**src/rtl/modSquarePkg.sv**
```systemverilog
// modular squaring package
// shared widths, data types, the fixed modulus and the fold-table function

package modSquarePkg;

   localparam int limbWidth    = 8;
   localparam int residueWidth = 2 * limbWidth;

   typedef logic [limbWidth-1:0]      limbT;
   typedef logic [residueWidth-1:0]   residueT;
   typedef logic [2*residueWidth-1:0] productT;

   // low product half plus two table entries, always below 4N
   typedef logic [residueWidth+1:0]   foldSumT;

   typedef logic [7:0]                countT;

   // prime with the top bit set, so 2^16 < 2N
   localparam residueT modulusN = 16'd65521;

   // a fold sum below 4N needs at most three subtractions
   localparam int maxCorrections = 3;

   // ----------------------------------------------------------
   // sequencer states
   // ----------------------------------------------------------
   typedef enum logic [1:0] {
      idleS,
      squareS,
      reduceS,
      doneS
   } seqStateT;

   // ----------------------------------------------------------
   // fold table entry
   // ----------------------------------------------------------
   // residue of b * 2^(16 + 8p), p is the byte position above the low half
   function automatic residueT foldEntry(input limbT b, input int p);
      longint unsigned weighted;
      weighted = 64'(b) << (residueWidth + limbWidth * p);
      return residueT'(weighted % modulusN);
   endfunction

endpackage

```
**src/rtl/limbSquarer.sv**
```systemverilog
// limb squarer
// two-stage pipelined 16-bit squarer built from 8-bit limb partial products

`timescale 1ns/10ps

module limbSquarer (
   input  logic                  clk_sq,
   input  logic                  reset_sq,
   input  logic                  squareStart,
   input  modSquarePkg::residueT squareIn,
   output logic                  productValid,
   output modSquarePkg::productT product
);

   import modSquarePkg::*;

   limbT                   lowLimb;
   limbT                   highLimb;
   logic [2*limbWidth-1:0] crossProd;
   logic [2*limbWidth-1:0] lowSq;
   logic [2*limbWidth-1:0] highSq;
   logic [2*limbWidth:0]   crossDbl;
   logic                   stageValid;

   assign lowLimb   = squareIn[limbWidth-1:0];
   assign highLimb  = squareIn[2*limbWidth-1:limbWidth];
   assign crossProd = lowLimb * highLimb;

   // stage one: the three distinct partial products
   always_ff @(posedge clk_sq)
   begin
      lowSq    <= lowLimb * lowLimb;
      highSq   <= highLimb * highLimb;
      crossDbl <= {crossProd, 1'b0};
   end

   // stage two: align by limb position and sum
   always_ff @(posedge clk_sq)
   begin
      product <= productT'(lowSq)
               + (productT'(crossDbl) << limbWidth)
               + (productT'(highSq) << (2 * limbWidth));
   end

   always_ff @(posedge clk_sq)
   begin
      if (reset_sq)
      begin
         stageValid   <= 1'b0;
         productValid <= 1'b0;
      end
      else
      begin
         stageValid   <= squareStart;
         productValid <= stageValid;
      end
   end

endmodule

```
**src/rtl/foldReducer.sv**
```systemverilog
// fold reducer
// folds the upper product bytes through residue tables, then subtracts N
// until the value is fully reduced

`timescale 1ns/10ps

module foldReducer (
   input  logic                  clk_sq,
   input  logic                  reset_sq,
   input  logic                  productValid,
   input  modSquarePkg::productT product,
   output logic                  residueValid,
   output modSquarePkg::residueT residue
);

   import modSquarePkg::*;

   localparam int romDepth = 2 ** limbWidth;

   residueT    foldRomLow  [romDepth];
   residueT    foldRomHigh [romDepth];
   limbT       byteLow;
   limbT       byteHigh;
   foldSumT    foldSum;
   logic       active;
   logic [1:0] corrSteps;
   logic       belowN;

   // ----------------------------------------------------------
   // residue tables for product bytes 2 and 3
   // ----------------------------------------------------------
   for (genvar b = 0; b < romDepth; b++)
   begin : romGen
      assign foldRomLow[b]  = foldEntry(limbT'(b), 0);
      assign foldRomHigh[b] = foldEntry(limbT'(b), 1);
   end

   assign byteLow  = product[residueWidth +: limbWidth];
   assign byteHigh = product[residueWidth+limbWidth +: limbWidth];

   assign belowN = (foldSum < foldSumT'(modulusN));

   // the step bound is never reached for a fold sum below 4N
   assign residueValid = active && (belowN || corrSteps == 2'(maxCorrections));
   assign residue      = foldSum[residueWidth-1:0];

   // ----------------------------------------------------------
   // fold and correction datapath
   // ----------------------------------------------------------
   always_ff @(posedge clk_sq)
   begin
      if (productValid)
         foldSum <= foldSumT'(product[residueWidth-1:0])
                  + foldSumT'(foldRomLow[byteLow])
                  + foldSumT'(foldRomHigh[byteHigh]);
      else if (active && !residueValid)
         foldSum <= foldSum - foldSumT'(modulusN);
   end

   always_ff @(posedge clk_sq)
   begin
      if (reset_sq)
      begin
         active    <= 1'b0;
         corrSteps <= 2'd0;
      end
      else if (productValid)
      begin
         active    <= 1'b1;
         corrSteps <= 2'd0;
      end
      else if (residueValid)
         active <= 1'b0;
      else if (active)
         corrSteps <= corrSteps + 2'd1;
   end

endmodule

```
**src/rtl/squareSequencer.sv**
```systemverilog
// squaring sequencer
// holds the working operand and the remaining round count, issues one
// squaring per round and signals the finished job

`timescale 1ns/10ps

module squareSequencer (
   input  logic                  clk_sq,
   input  logic                  reset_sq,
   input  logic                  start,
   input  modSquarePkg::residueT operand,
   input  modSquarePkg::countT   squarings,
   input  logic                  residueValid,
   input  modSquarePkg::residueT residue,
   output logic                  squareStart,
   output modSquarePkg::residueT squareIn,
   output logic                  busy,
   output logic                  done,
   output modSquarePkg::residueT result
);

   import modSquarePkg::*;

   seqStateT state;
   seqStateT nextState;
   residueT  opReg;
   countT    roundsLeft;
   logic     accept;
   logic     roundDone;
   logic     lastRound;

   // starts are only taken in idle
   assign accept    = (state == idleS) && start;
   assign roundDone = (state == reduceS) && residueValid;
   assign lastRound = (roundsLeft == countT'(1));

   // ----------------------------------------------------------
   // job FSM
   // ----------------------------------------------------------
   always_comb
   begin
      nextState = state;
      case (state)
         idleS:
            if (start)
               nextState = (squarings == '0) ? doneS : squareS;
         squareS:
            nextState = reduceS;
         reduceS:
            if (residueValid)
               nextState = lastRound ? doneS : squareS;
         doneS:
            nextState = idleS;
         default:
            nextState = idleS;
      endcase
   end

   always_ff @(posedge clk_sq)
   begin
      if (reset_sq)
         state <= idleS;
      else
         state <= nextState;
   end

   always_ff @(posedge clk_sq)
   begin
      if (reset_sq)
         roundsLeft <= '0;
      else if (accept)
         roundsLeft <= squarings;
      else if (roundDone)
         roundsLeft <= roundsLeft - countT'(1);
   end

   // operand register, reloaded with each reduced square
   always_ff @(posedge clk_sq)
   begin
      if (accept)
         opReg <= operand;
      else if (roundDone)
         opReg <= residue;
   end

   assign squareStart = (state == squareS);
   assign squareIn    = opReg;
   assign busy        = (state != idleS);
   assign done        = (state == doneS);
   assign result      = opReg;

endmodule

```
**src/rtl/modSquareTop.sv**
```systemverilog
// modular squaring engine
// raises an operand to the power 2^count modulo N by repeated squaring

`timescale 1ns/10ps

module modSquareTop (
   input  logic                  clk_sq,
   input  logic                  reset_sq,
   input  logic                  start,
   input  modSquarePkg::residueT operand,
   input  modSquarePkg::countT   squarings,
   output logic                  busy,
   output logic                  done,
   output modSquarePkg::residueT result
);

   import modSquarePkg::*;

   logic    squareStart;
   residueT squareIn;
   logic    productValid;
   productT product;
   logic    residueValid;
   residueT residue;

   squareSequencer squareSequencer_inst (
      .clk_sq       (clk_sq),
      .reset_sq     (reset_sq),
      .start        (start),
      .operand      (operand),
      .squarings    (squarings),
      .residueValid (residueValid),
      .residue      (residue),
      .squareStart  (squareStart),
      .squareIn     (squareIn),
      .busy         (busy),
      .done         (done),
      .result       (result)
   );

   limbSquarer limbSquarer_inst (
      .clk_sq       (clk_sq),
      .reset_sq     (reset_sq),
      .squareStart  (squareStart),
      .squareIn     (squareIn),
      .productValid (productValid),
      .product      (product)
   );

   foldReducer foldReducer_inst (
      .clk_sq       (clk_sq),
      .reset_sq     (reset_sq),
      .productValid (productValid),
      .product      (product),
      .residueValid (residueValid),
      .residue      (residue)
   );

endmodule

```
**config.mk**
```make
export PLATFORM = sky130hd
export DESIGN_NAME = modSquareTop
export DESIGN_NICKNAME = d
export VERILOG_FILES = /design/src/rtl/modSquarePkg.sv /design/src/rtl/limbSquarer.sv /design/src/rtl/foldReducer.sv /design/src/rtl/squareSequencer.sv /design/src/rtl/modSquareTop.sv
export SDC_FILE = /design/constraint.sdc
export NUM_CORES = 1
export LEC_CHECK = 0
export BUFFER_PORTS_ARGS = -buffer_cell sky130_fd_sc_hd__buf_2
export CAP_MARGIN = 20
export CORE_MARGIN = 3
export CORE_UTILIZATION = 30
export DETAILED_ROUTE_END_ITERATION = 8
export MAX_ROUTING_LAYER = met4
export SETUP_SLACK_MARGIN = 0.2
export SLEW_MARGIN = 10
export SYNTH_ARGS = -nofsm -noshare
export SYNTH_HDL_FRONTEND = slang
export SYNTH_HIERARCHICAL = 1
export SYNTH_SLANG_ARGS = --single-unit
```
**constraint.sdc**
```tcl
create_clock -name clk_sq -period 3.97 [get_ports clk_sq]
set_input_delay 0.9925 -clock clk_sq [delete_from_list [all_inputs] [get_ports clk_sq]]
set_output_delay 0.9925 -clock clk_sq [all_outputs]
set_load 0.02 [all_outputs]
```
# Word-level counts from Yosys, hierarchy flattened
# Memories as Yosys holds them, arrays and structs flattened.
# Cells that the tools add are included.
# totals
register_bits	129
latchBits	0
ramBits	0
romBits	8192
input_bits	27
out_inout_bits	18
elab_cells	69
memories	2
# op_classes
add_sub_neg	7
mul	3
div	0
order_cmp	3
eq_ne	7
n_shift	0
n_mux	17
n_bitwise	3
n_reduce_logical	15
# memory_table
memory	depth	width	read_ports	rd_clocked_by_memory_dff	wr	line	text
(no name shown)	256	16	1	0	0	foldReducer.sv:54	+ foldSumT'(foldRomLow[byteLow])
(no name shown)	256	16	1	0	0	foldReducer.sv:55	+ foldSumT'(foldRomHigh[byteHigh]);
# op_table
cell	count
$mux W16	6
$mul A8 B8 Y16	3
$mux W18	2
$add A32 B32 Y32	1
$add A16 B25 Y26	1
$add A18 B16 Y18	1
$ge A9 B9 Y1 const B	2
$lt A18 B16 Y1 const B	1
$not A8 Y9	2
$sub A18 B16 Y18 const B	1
$add A16 B16 Y17	1
$mux W8	2
$eq A8 B1 Y1 const B	1
$logic_not A8 Y1	1
$mux W2	4
$pmux W2 S4	1
$reduce_bool A2 Y1	4
$sub A8 B1 Y8 const B	1
$eq A2 B2 Y1 const B	3
$logic_and A1 B1 Y1	4
$reduce_and A2 Y1	2
$add A2 B1 Y2 const B	1
$eq A2 B1 Y1 const B	1
$logic_not A2 Y1	1
7 further kinds	8

# Logic depth before layout (Yosys ltp)
# Gate-level depths: netlist of the first run.
# logic_depth
depth_word	7
ltp_mapped	19
mapped_depth_nobuf	18

# Modules after synthesis
# The synthesis of the first run kept the hierarchy.
# modules_own_cells
mod	instances	cells_per_inst	area_each_um2	seq_area_each_um2
limbSquarer	1	845	7908.8	1581.5
foldReducer	1	608	4453.0	600.6
squareSequencer	1	157	1386.3	680.7

# Worst setup path before layout of the first run
# No wires, ideal clock.
# synth_path
path_kind	reg-to-reg
start	register squareSequencer_inst.opReg[11], in the netlist squareSequencer_inst/result[11]
end	register limbSquarer_inst.highSq[14]
setup_time_ns	0.118
t_arrival_ns	4.466
t_required_ns	3.852
setup_slack_ns	-0.614
stages_incl_launch_ff	18
path_buffers	2
synth_period_minus_slack_ns	4.584
cell_sequence	edfxtp_1 buf_4 clkbuf_1 inv_1 nor2_1 fa_1 fa_1 inv_1 fa_1 fa_1 inv_1 ha_1 o21ai_1 nand2b_1 a31oi_1 nor2_1 a221o_1 xnor2_1
# synth_via
elab_chain_len	1
# synth_rtl
element	line	text
start, declared	squareSequencer.sv:26	residueT opReg;
start signal, assigned	squareSequencer.sv:81	opReg <= operand;
start signal, assigned	squareSequencer.sv:83	opReg <= residue;
$mul A8 B8 Y16	limbSquarer.sv:33	highSq <= highLimb * highLimb;
end signal, assigned	limbSquarer.sv:33	
end, declared	limbSquarer.sv:21	logic [2*limbWidth-1:0] highSq;
# No other way between the ends.
# A chain may end at the register's enable or synchronous reset.

# Worst setup path in the final report of the first run
# layout_path
start	register squareSequencer_inst.opReg[2], in the netlist squareSequencer_inst/result[2]
end	register limbSquarer_inst.crossDbl[15]
# layout_via
elab_chain_len	1
# layout_rtl
element	line	text
$mul A8 B8 Y16	limbSquarer.sv:27	assign crossProd = lowLimb * highLimb;
via limbSquarer_inst.crossProd[14]	limbSquarer.sv:19	logic [2*limbWidth-1:0] crossProd;
end signal, assigned	limbSquarer.sv:34	crossDbl <= {crossProd, 1'b0};
end, declared	limbSquarer.sv:22	logic [2*limbWidth:0] crossDbl;
# The timed path passes the listed nets, and every way through them passes these cells.

==> metrics.cfg, run 1 <==
[worst_hold_path]
min_to = limbSquarer_inst/product[0]
hold_path_depth = 0
hp-start = limbSquarer_inst/lowSq[0]
hp-class = reg2reg

[place]
pre_cts_ws_ns = -0.198
gp_congestion = 0.891
io_buffers = 44
dpl.hpwl_mm = 29.7
place_area_mm2 = 0.0158

[sta]
maxSlewViolCount = 0
setup_viol = 12
grt_setup_unrepaired = yes
clock_skew_ns = 0.0140
worst_pin_slew_ns = 0.957
setup_ws_ns = -0.162
min_period_ns = 4.13
fmax_mhz = 242
finalHoldViolations = 0
fin_crit_sh_pct = 104
slew_headroom_pct = 36.2

[die]
core_mm2 = 0.0447
initial_core_util_pct = 30.8
die_h_um = 220
die_w_um = 220
fp.dieArea_mm2 = 0.0484
rows = 77
io_pins = 45

[critical_path]
r2r_start = squareSequencer_inst/result[2]
r2r_setup_slack_ns = -0.16
crit_chain = buf_6 > buf_12 > and2_4 > fa_1 > fa_1 > fa_1 > inv_1 > fa_1 > inv_2 > ha_4 > nor3_4 > o21ai_2 > a31oi_4 > nor2_1 > a221o_1 > xor2_1
cp_data_arrival_time_ns = 4.44
path_delay_family = adder cells
crit_path_end_kind = flop
critPathLaunchType = flop
r2r_cells = 16
slowest_delay_ns = 0.56
crit_buf_inv = 4
worstSetupPathType = reg2reg
critPathSlowestCell = fa_1
critPathMaxFanout = 6
r2r-end = limbSquarer_inst/crossDbl[15]
required_ns = 4.28
cpMostUsedCell = fa_1

[drt]
wl_mm = 38.2
drc = 0
via_per_inst = 4.94
avgRoutedWirePerCell_um = 16.0
route.vias.total = 11800
drt-initial-drc-count = 765
ant_nets = 0
drt-pass1-iter-count = 5

[cells_and_area]
fin_area_mm2 = 0.0177
nets = 2075
fillCellCount = 4383
diodes = 0
multiInputGateArea_mm2 = 0.0107
drive_above_1_share_pct = 29.3
area_growth_pct = 29.0
layout.area.seq_mm2 = 0.00289

[clocking]
clkSinkCount = 126
cts_max_level = 4
root_buffer = clkbuf_16
clockBufferDepth = 2
insertion_delay_ns = 0.42
cts_hold_buf = 0
cts_tree = yes
cts-buffers-inserted = 17
clk_pin_slew_worst_paths_ns = 0.07

[synthesis]
synth_common_cells = 197 x inv_1, 161 x ha_1, 153 x nand2_1
ys.flop_type = dfxtp_1
yosysSeqAreaShare_pct = 20.8
synth_top_area_share_pct = 14.7
synthCells = 1610
yosysMostFrequentCell = inv_1
async_flop_share_pct = 0
synth.avg_cell_area_um2 = 8.54
synth-edff-count = 34
yosysTopAreaCell = ha_1
yosys_warnings = 6
ys_ff_latch = 126
yosys-top-cells-area = ha_1 15%, fa_1 15%, dfxtp_1 13%
syn_nets = 1898
synthesis.area_mm2 = 0.0137
synth.distinct_cells = 86

[outcome]
status = finished with violations
violations = negative setup slack

[job]
max-cap-violations = 0

[global_routing]
grt_max_degree = 41
grt_overflow = 0
antenna_found_initial = 0
grt_first_pass_wirelength_mm = 60.5
track_usage_pct = 16.0
first_global_vias = 11700

-- timing repair --
item,CTS,global route
resized for setup,90,179
pin swaps,43,73
setup endpoints to repair,29,37
gates cloned,1,0
setup buffers,13,23
-- kinds of logic (layout without fill, tap and decap cells) --
logic type | Yosys count | in the layout | share of synthesized area (%)
compound gates | 329 | 329 | 16.0
xor+xnor | 93 | 93 | 5.92
fa+ha+maj | 262 | 262 | 29.3
buf+inv | 298 | 488 | 9.21
flops | 126 | 126 | 20.8
mux | 11 | 11 | 0.983
other cells | 1 | 1 | 0.0273
simple gates | 490 | 490 | 17.8
-- layout by cell type (no fill, tap or decap), types with 16 or more instances in the layout --
master | netlist | layout
inv_1 | 197 | 173
buf_4 | 33 | 173
nand2_1 | 153 | 138
ha_1 | 161 | 127
nor2_1 | 104 | 91
fa_1 | 100 | 90
dfxtp_1 | 92 | 81
a21oi_1 | 98 | 79
and2_1 | 85 | 70
xnor2_1 | 64 | 57
o21ai_0 | 65 | 44
buf_2 | 18 | 44
edfxtp_1 | 34 | 34
buf_6 | 0 | 30
xor2_1 | 29 | 29
ha_4 | 0 | 26
inv_2 | 1 | 21
nand2b_1 | 25 | 20
nand3_1 | 22 | 20
nor2b_1 | 24 | 20
clkbuf_16 | 0 | 18
a21oi_2 | 0 | 18
a21o_1 | 18 | 18
o21ai_1 | 14 | 16
-- sequential cells by signal (all words and copies together) (netlist names), 2 cells and up --
signal and count:
foldReducer_inst/corrSteps 2, foldReducer_inst/foldSum 18, limbSquarer_inst/crossDbl 16, limbSquarer_inst/highSq 15, limbSquarer_inst/lowSq 15, limbSquarer_inst/product 31, squareSequencer_inst/result 16, squareSequencer_inst/roundsLeft 8
squareSequencer_inst/state 2
-- layout make-up --
cell class                      instances  share of cell area [%]
Clock inverter                         14                   0.769
Sequential cell                       126                    16.3
Inverter                              201                    4.38
Multi-Input combinational cell       1186                    60.5
Timing Repair Buffer                  255                    11.3
Tap cell                              592                    4.18
Clock buffer                           18                    2.54
-- metal layers --
| layer | part of all wire [%] | up-vias | track usage, % |
|---|---|---|---|
| met5 | 0 | - | - |
| met4 | 2.7 | 0 | 4.68 |
| met3 | 3.7 | 66 | 1.41 |
| met2 | 47 | 270 | 25.9 |
| met1 | 46 | 5764 | 21.4 |
| li1 | - | 5728 | - |
-- per-stage QoR --
stage | setup TNS [ns] | cells | util (%) | hold WS (ns)
floorplan | -0.840 | 1610 | - | 0.310
global placement | -0.962 | 2323 | 35.4 | 0.315
detailed placement | -1.67 | 2323 | 35.4 | 0.312
CTS | -0.571 | 2369 | 37.7 | 0.327
global route | -2.75 | 2392 | 39.7 | 0.334
finish | -0.781 | 2392 | 39.7 | 0.327
-- worst max path at each step --
stage	slack [ns]	endpoint	cells after the start	from
final	-0.16	limbSquarer_inst/crossDbl[15]	16	squareSequencer_inst/result[2]
after floorplan	-0.20	limbSquarer_inst/crossDbl[15]	16	squareSequencer_inst/result[14]
after detailed placement	-0.20	limbSquarer_inst/highSq[14]	15	squareSequencer_inst/result[13]
after CTS	-0.13	limbSquarer_inst/highSq[14]	15	squareSequencer_inst/result[15]
after global routing	-0.27	limbSquarer_inst/highSq[14]	16	squareSequencer_inst/result[15]
after global placement	-0.12	limbSquarer_inst/lowSq[15]	17	squareSequencer_inst/result[3]
Power of run 1 is not shown: default switching activity piles up to over one toggle a cycle in this logic, so the estimate is an artifact.
==> run 2, diff against run 1 <==
--- a/config.mk
+++ b/config.mk
@@ -11,6 +11,7 @@
 export CORE_UTILIZATION = 30
 export DETAILED_ROUTE_END_ITERATION = 8
 export MAX_ROUTING_LAYER = met4
+export REMOVE_ABC_BUFFERS = 1
 export SETUP_SLACK_MARGIN = 0.2
 export SLEW_MARGIN = 10
 export SYNTH_ARGS = -nofsm -noshare
==> metrics.cfg, run 2 (same netlist as run 1, synthesis figures left out) <==
[clocking]
cts-buffers-inserted = 17  ; unchanged
clkSinkCount = 126  ; unchanged
root_buffer = clkbuf_16
insertion_delay_ns = 0.43  ; about the same
cts_hold_buf = 0  ; unchanged
clockBufferDepth = 2  ; unchanged
cts_max_level = 4  ; unchanged
clk_pin_slew_worst_paths_ns = 0.07  ; about the same
cts_tree = yes

[outcome]
status = finished with violations
violations = negative setup slack

[critical_path]
required_ns = 4.27  ; about the same
crit_buf_inv = 4  ; unchanged
critPathSlowestCell = fa_1
path_delay_family = adder cells
worstSetupPathType = reg2reg
critPathMaxFanout = 5  ; -1
cp_data_arrival_time_ns = 4.55  ; +0.11 ns
slowest_delay_ns = 0.56  ; about the same
crit_chain = buf_6 > clkbuf_16 > and2_4 > fa_1 > fa_1 > inv_1 > fa_1 > fa_1 > inv_2 > ha_4 > o21ai_2 > nand2b_1 > a31oi_4 > nor2_1 > a221o_1 > xnor2_1
critPathLaunchType = flop
crit_path_end_kind = flop
cpMostUsedCell = fa_1

[worst_hold_path]
hp-class = reg2reg

[place]
io_buffers = 44  ; unchanged
dpl.hpwl_mm = 28.7  ; -3.4%
place_area_mm2 = 0.0155  ; -2.1%
gp_congestion = 0.870  ; -2.4%

[cells_and_area]
regMostFlops = limbSquarer_inst/product
reg_top3 = limbSquarer_inst/product: 31 flops, foldReducer_inst/foldSum: 18 flops
layout_common_cells = 186 x buf_4, 170 x inv_1, 141 x nand2_1, 126 x ha_1, 93 x nor2_1
layout_commonest_cell = buf_4
area_growth_pct = 29.7
largest_register_ffs = 31  ; unchanged
fillCellCount = 4405  ; +0.50%
drive_above_1_share_pct = 30.1  ; +0.82 points
fin_area_mm2 = 0.0178  ; +0.60%
nets = 2086  ; +0.53%
diodes = 0  ; unchanged

[drt]
drt-pass1-iter-count = 5  ; unchanged
route.vias.total = 11800  ; -0.40%
avgRoutedWirePerCell_um = 15.8  ; -1.1%
via_per_inst = 4.90  ; -0.85%
ant_nets = 0  ; unchanged
drt-initial-drc-count = 659  ; -14%
drc = 0  ; unchanged
wl_mm = 37.9  ; -0.64%

[sta]
fmax_mhz = 235  ; -2.8%
fin_crit_sh_pct = 107  ; +3.0 points
finalHoldViolations = 0  ; unchanged
min_period_ns = 4.25  ; +0.117 ns
slew_headroom_pct = 36.7  ; +0.57 points
setup_viol = 15  ; +3
setup_ws_ns = -0.279  ; -0.117 ns
worst_pin_slew_ns = 0.949  ; -0.00752 ns
grt_setup_unrepaired = yes
finalSetupTns_ns = -2.12  ; -1.34 ns
clock_skew_ns = 0.0143  ; +0.000271 ns
maxSlewViolCount = 0  ; unchanged

[die]
die_h_um = 220  ; unchanged
core_mm2 = 0.0447  ; unchanged
fp.dieArea_mm2 = 0.0484  ; unchanged
die_w_um = 220  ; unchanged
io_pins = 45  ; unchanged
initial_core_util_pct = 30.8  ; unchanged
rows = 77  ; unchanged

[global_routing]
first_global_vias = 11900  ; +1.2%
grt_overflow = 0  ; unchanged
grt_first_pass_wirelength_mm = 59.3  ; -2.0%
antenna_found_initial = 0  ; unchanged
track_usage_pct = 15.6  ; -0.38 points
grt_max_degree = 41  ; unchanged

[job]
max-cap-violations = 0  ; unchanged

## run 2: cell types whose count changed in the layout (fill, tap and decap cells not counted), moves of 4 or more
| cell | before | now |
|---|---|---|
| clkinv_4 | 1 | 5 |
| buf_4 | 173 | 186 |
| buf_6 | 30 | 26 |
| inv_2 | 21 | 25 |
| nor3_2 | 3 | 7 |
## run 2: cell type report
cell class | count | area [um2] | area share [%]
clock buffer | 17 | 425 | 2.39
timing repair buffer | 266 | 2100 | 11.8
tap | 592 | 741 | 4.15
inverter | 201 | 773 | 4.34
sequential | 126 | 2890 | 16.2
clock inverter | 15 | 153 | 0.856
multi-input combinational | 1186 | 10800 | 60.3
## run 2: worst paths after layout
path | cells past startpoint | slack, ns | endpoint | from
min | 0 | 0.32 | limbSquarer_inst/product[4] | limbSquarer_inst/lowSq[4]
max reg2reg | 16 | -0.28 | limbSquarer_inst/highSq[14] | squareSequencer_inst/result[10]
max | 16 | -0.28 | limbSquarer_inst/highSq[14] | squareSequencer_inst/result[10]
min reg2reg | 0 | 0.32 | limbSquarer_inst/product[4] | limbSquarer_inst/lowSq[4]
## run 2: repair_timing
item	4_1_cts	5_1_grt
gates cloned	0	2
pin swaps	60	95
buffers inserted	27	25
gates resized for setup	160	157
endpoints found under the setup margin	32	35
## run 2: through the flow
step | setup slack, ns | std cells | hold WS, ns | utilization (%)
after floorplan | -0.503 | 1513 | 0.310 | -
after global placement | -0.307 | 2317 | 0.312 | 34.7
after detailed placement | -0.382 | 2317 | 0.312 | 34.7
after global routing | -0.363 | 2403 | 0.322 | 39.9
final | -0.279 | 2403 | 0.317 | 39.9
after CTS | -0.218 | 2376 | 0.319 | 37.8
## run 2: metal layers
metal,GRT usage (%),share of wire (%),vias up
met4,4.36,2.2,0
met2,27.3,51,253
met1,19.2,44,5718
li1,-,-,5742
met3,1.59,2.7,68
met5,-,0,-
Power of run 2 is left out for the same reason.
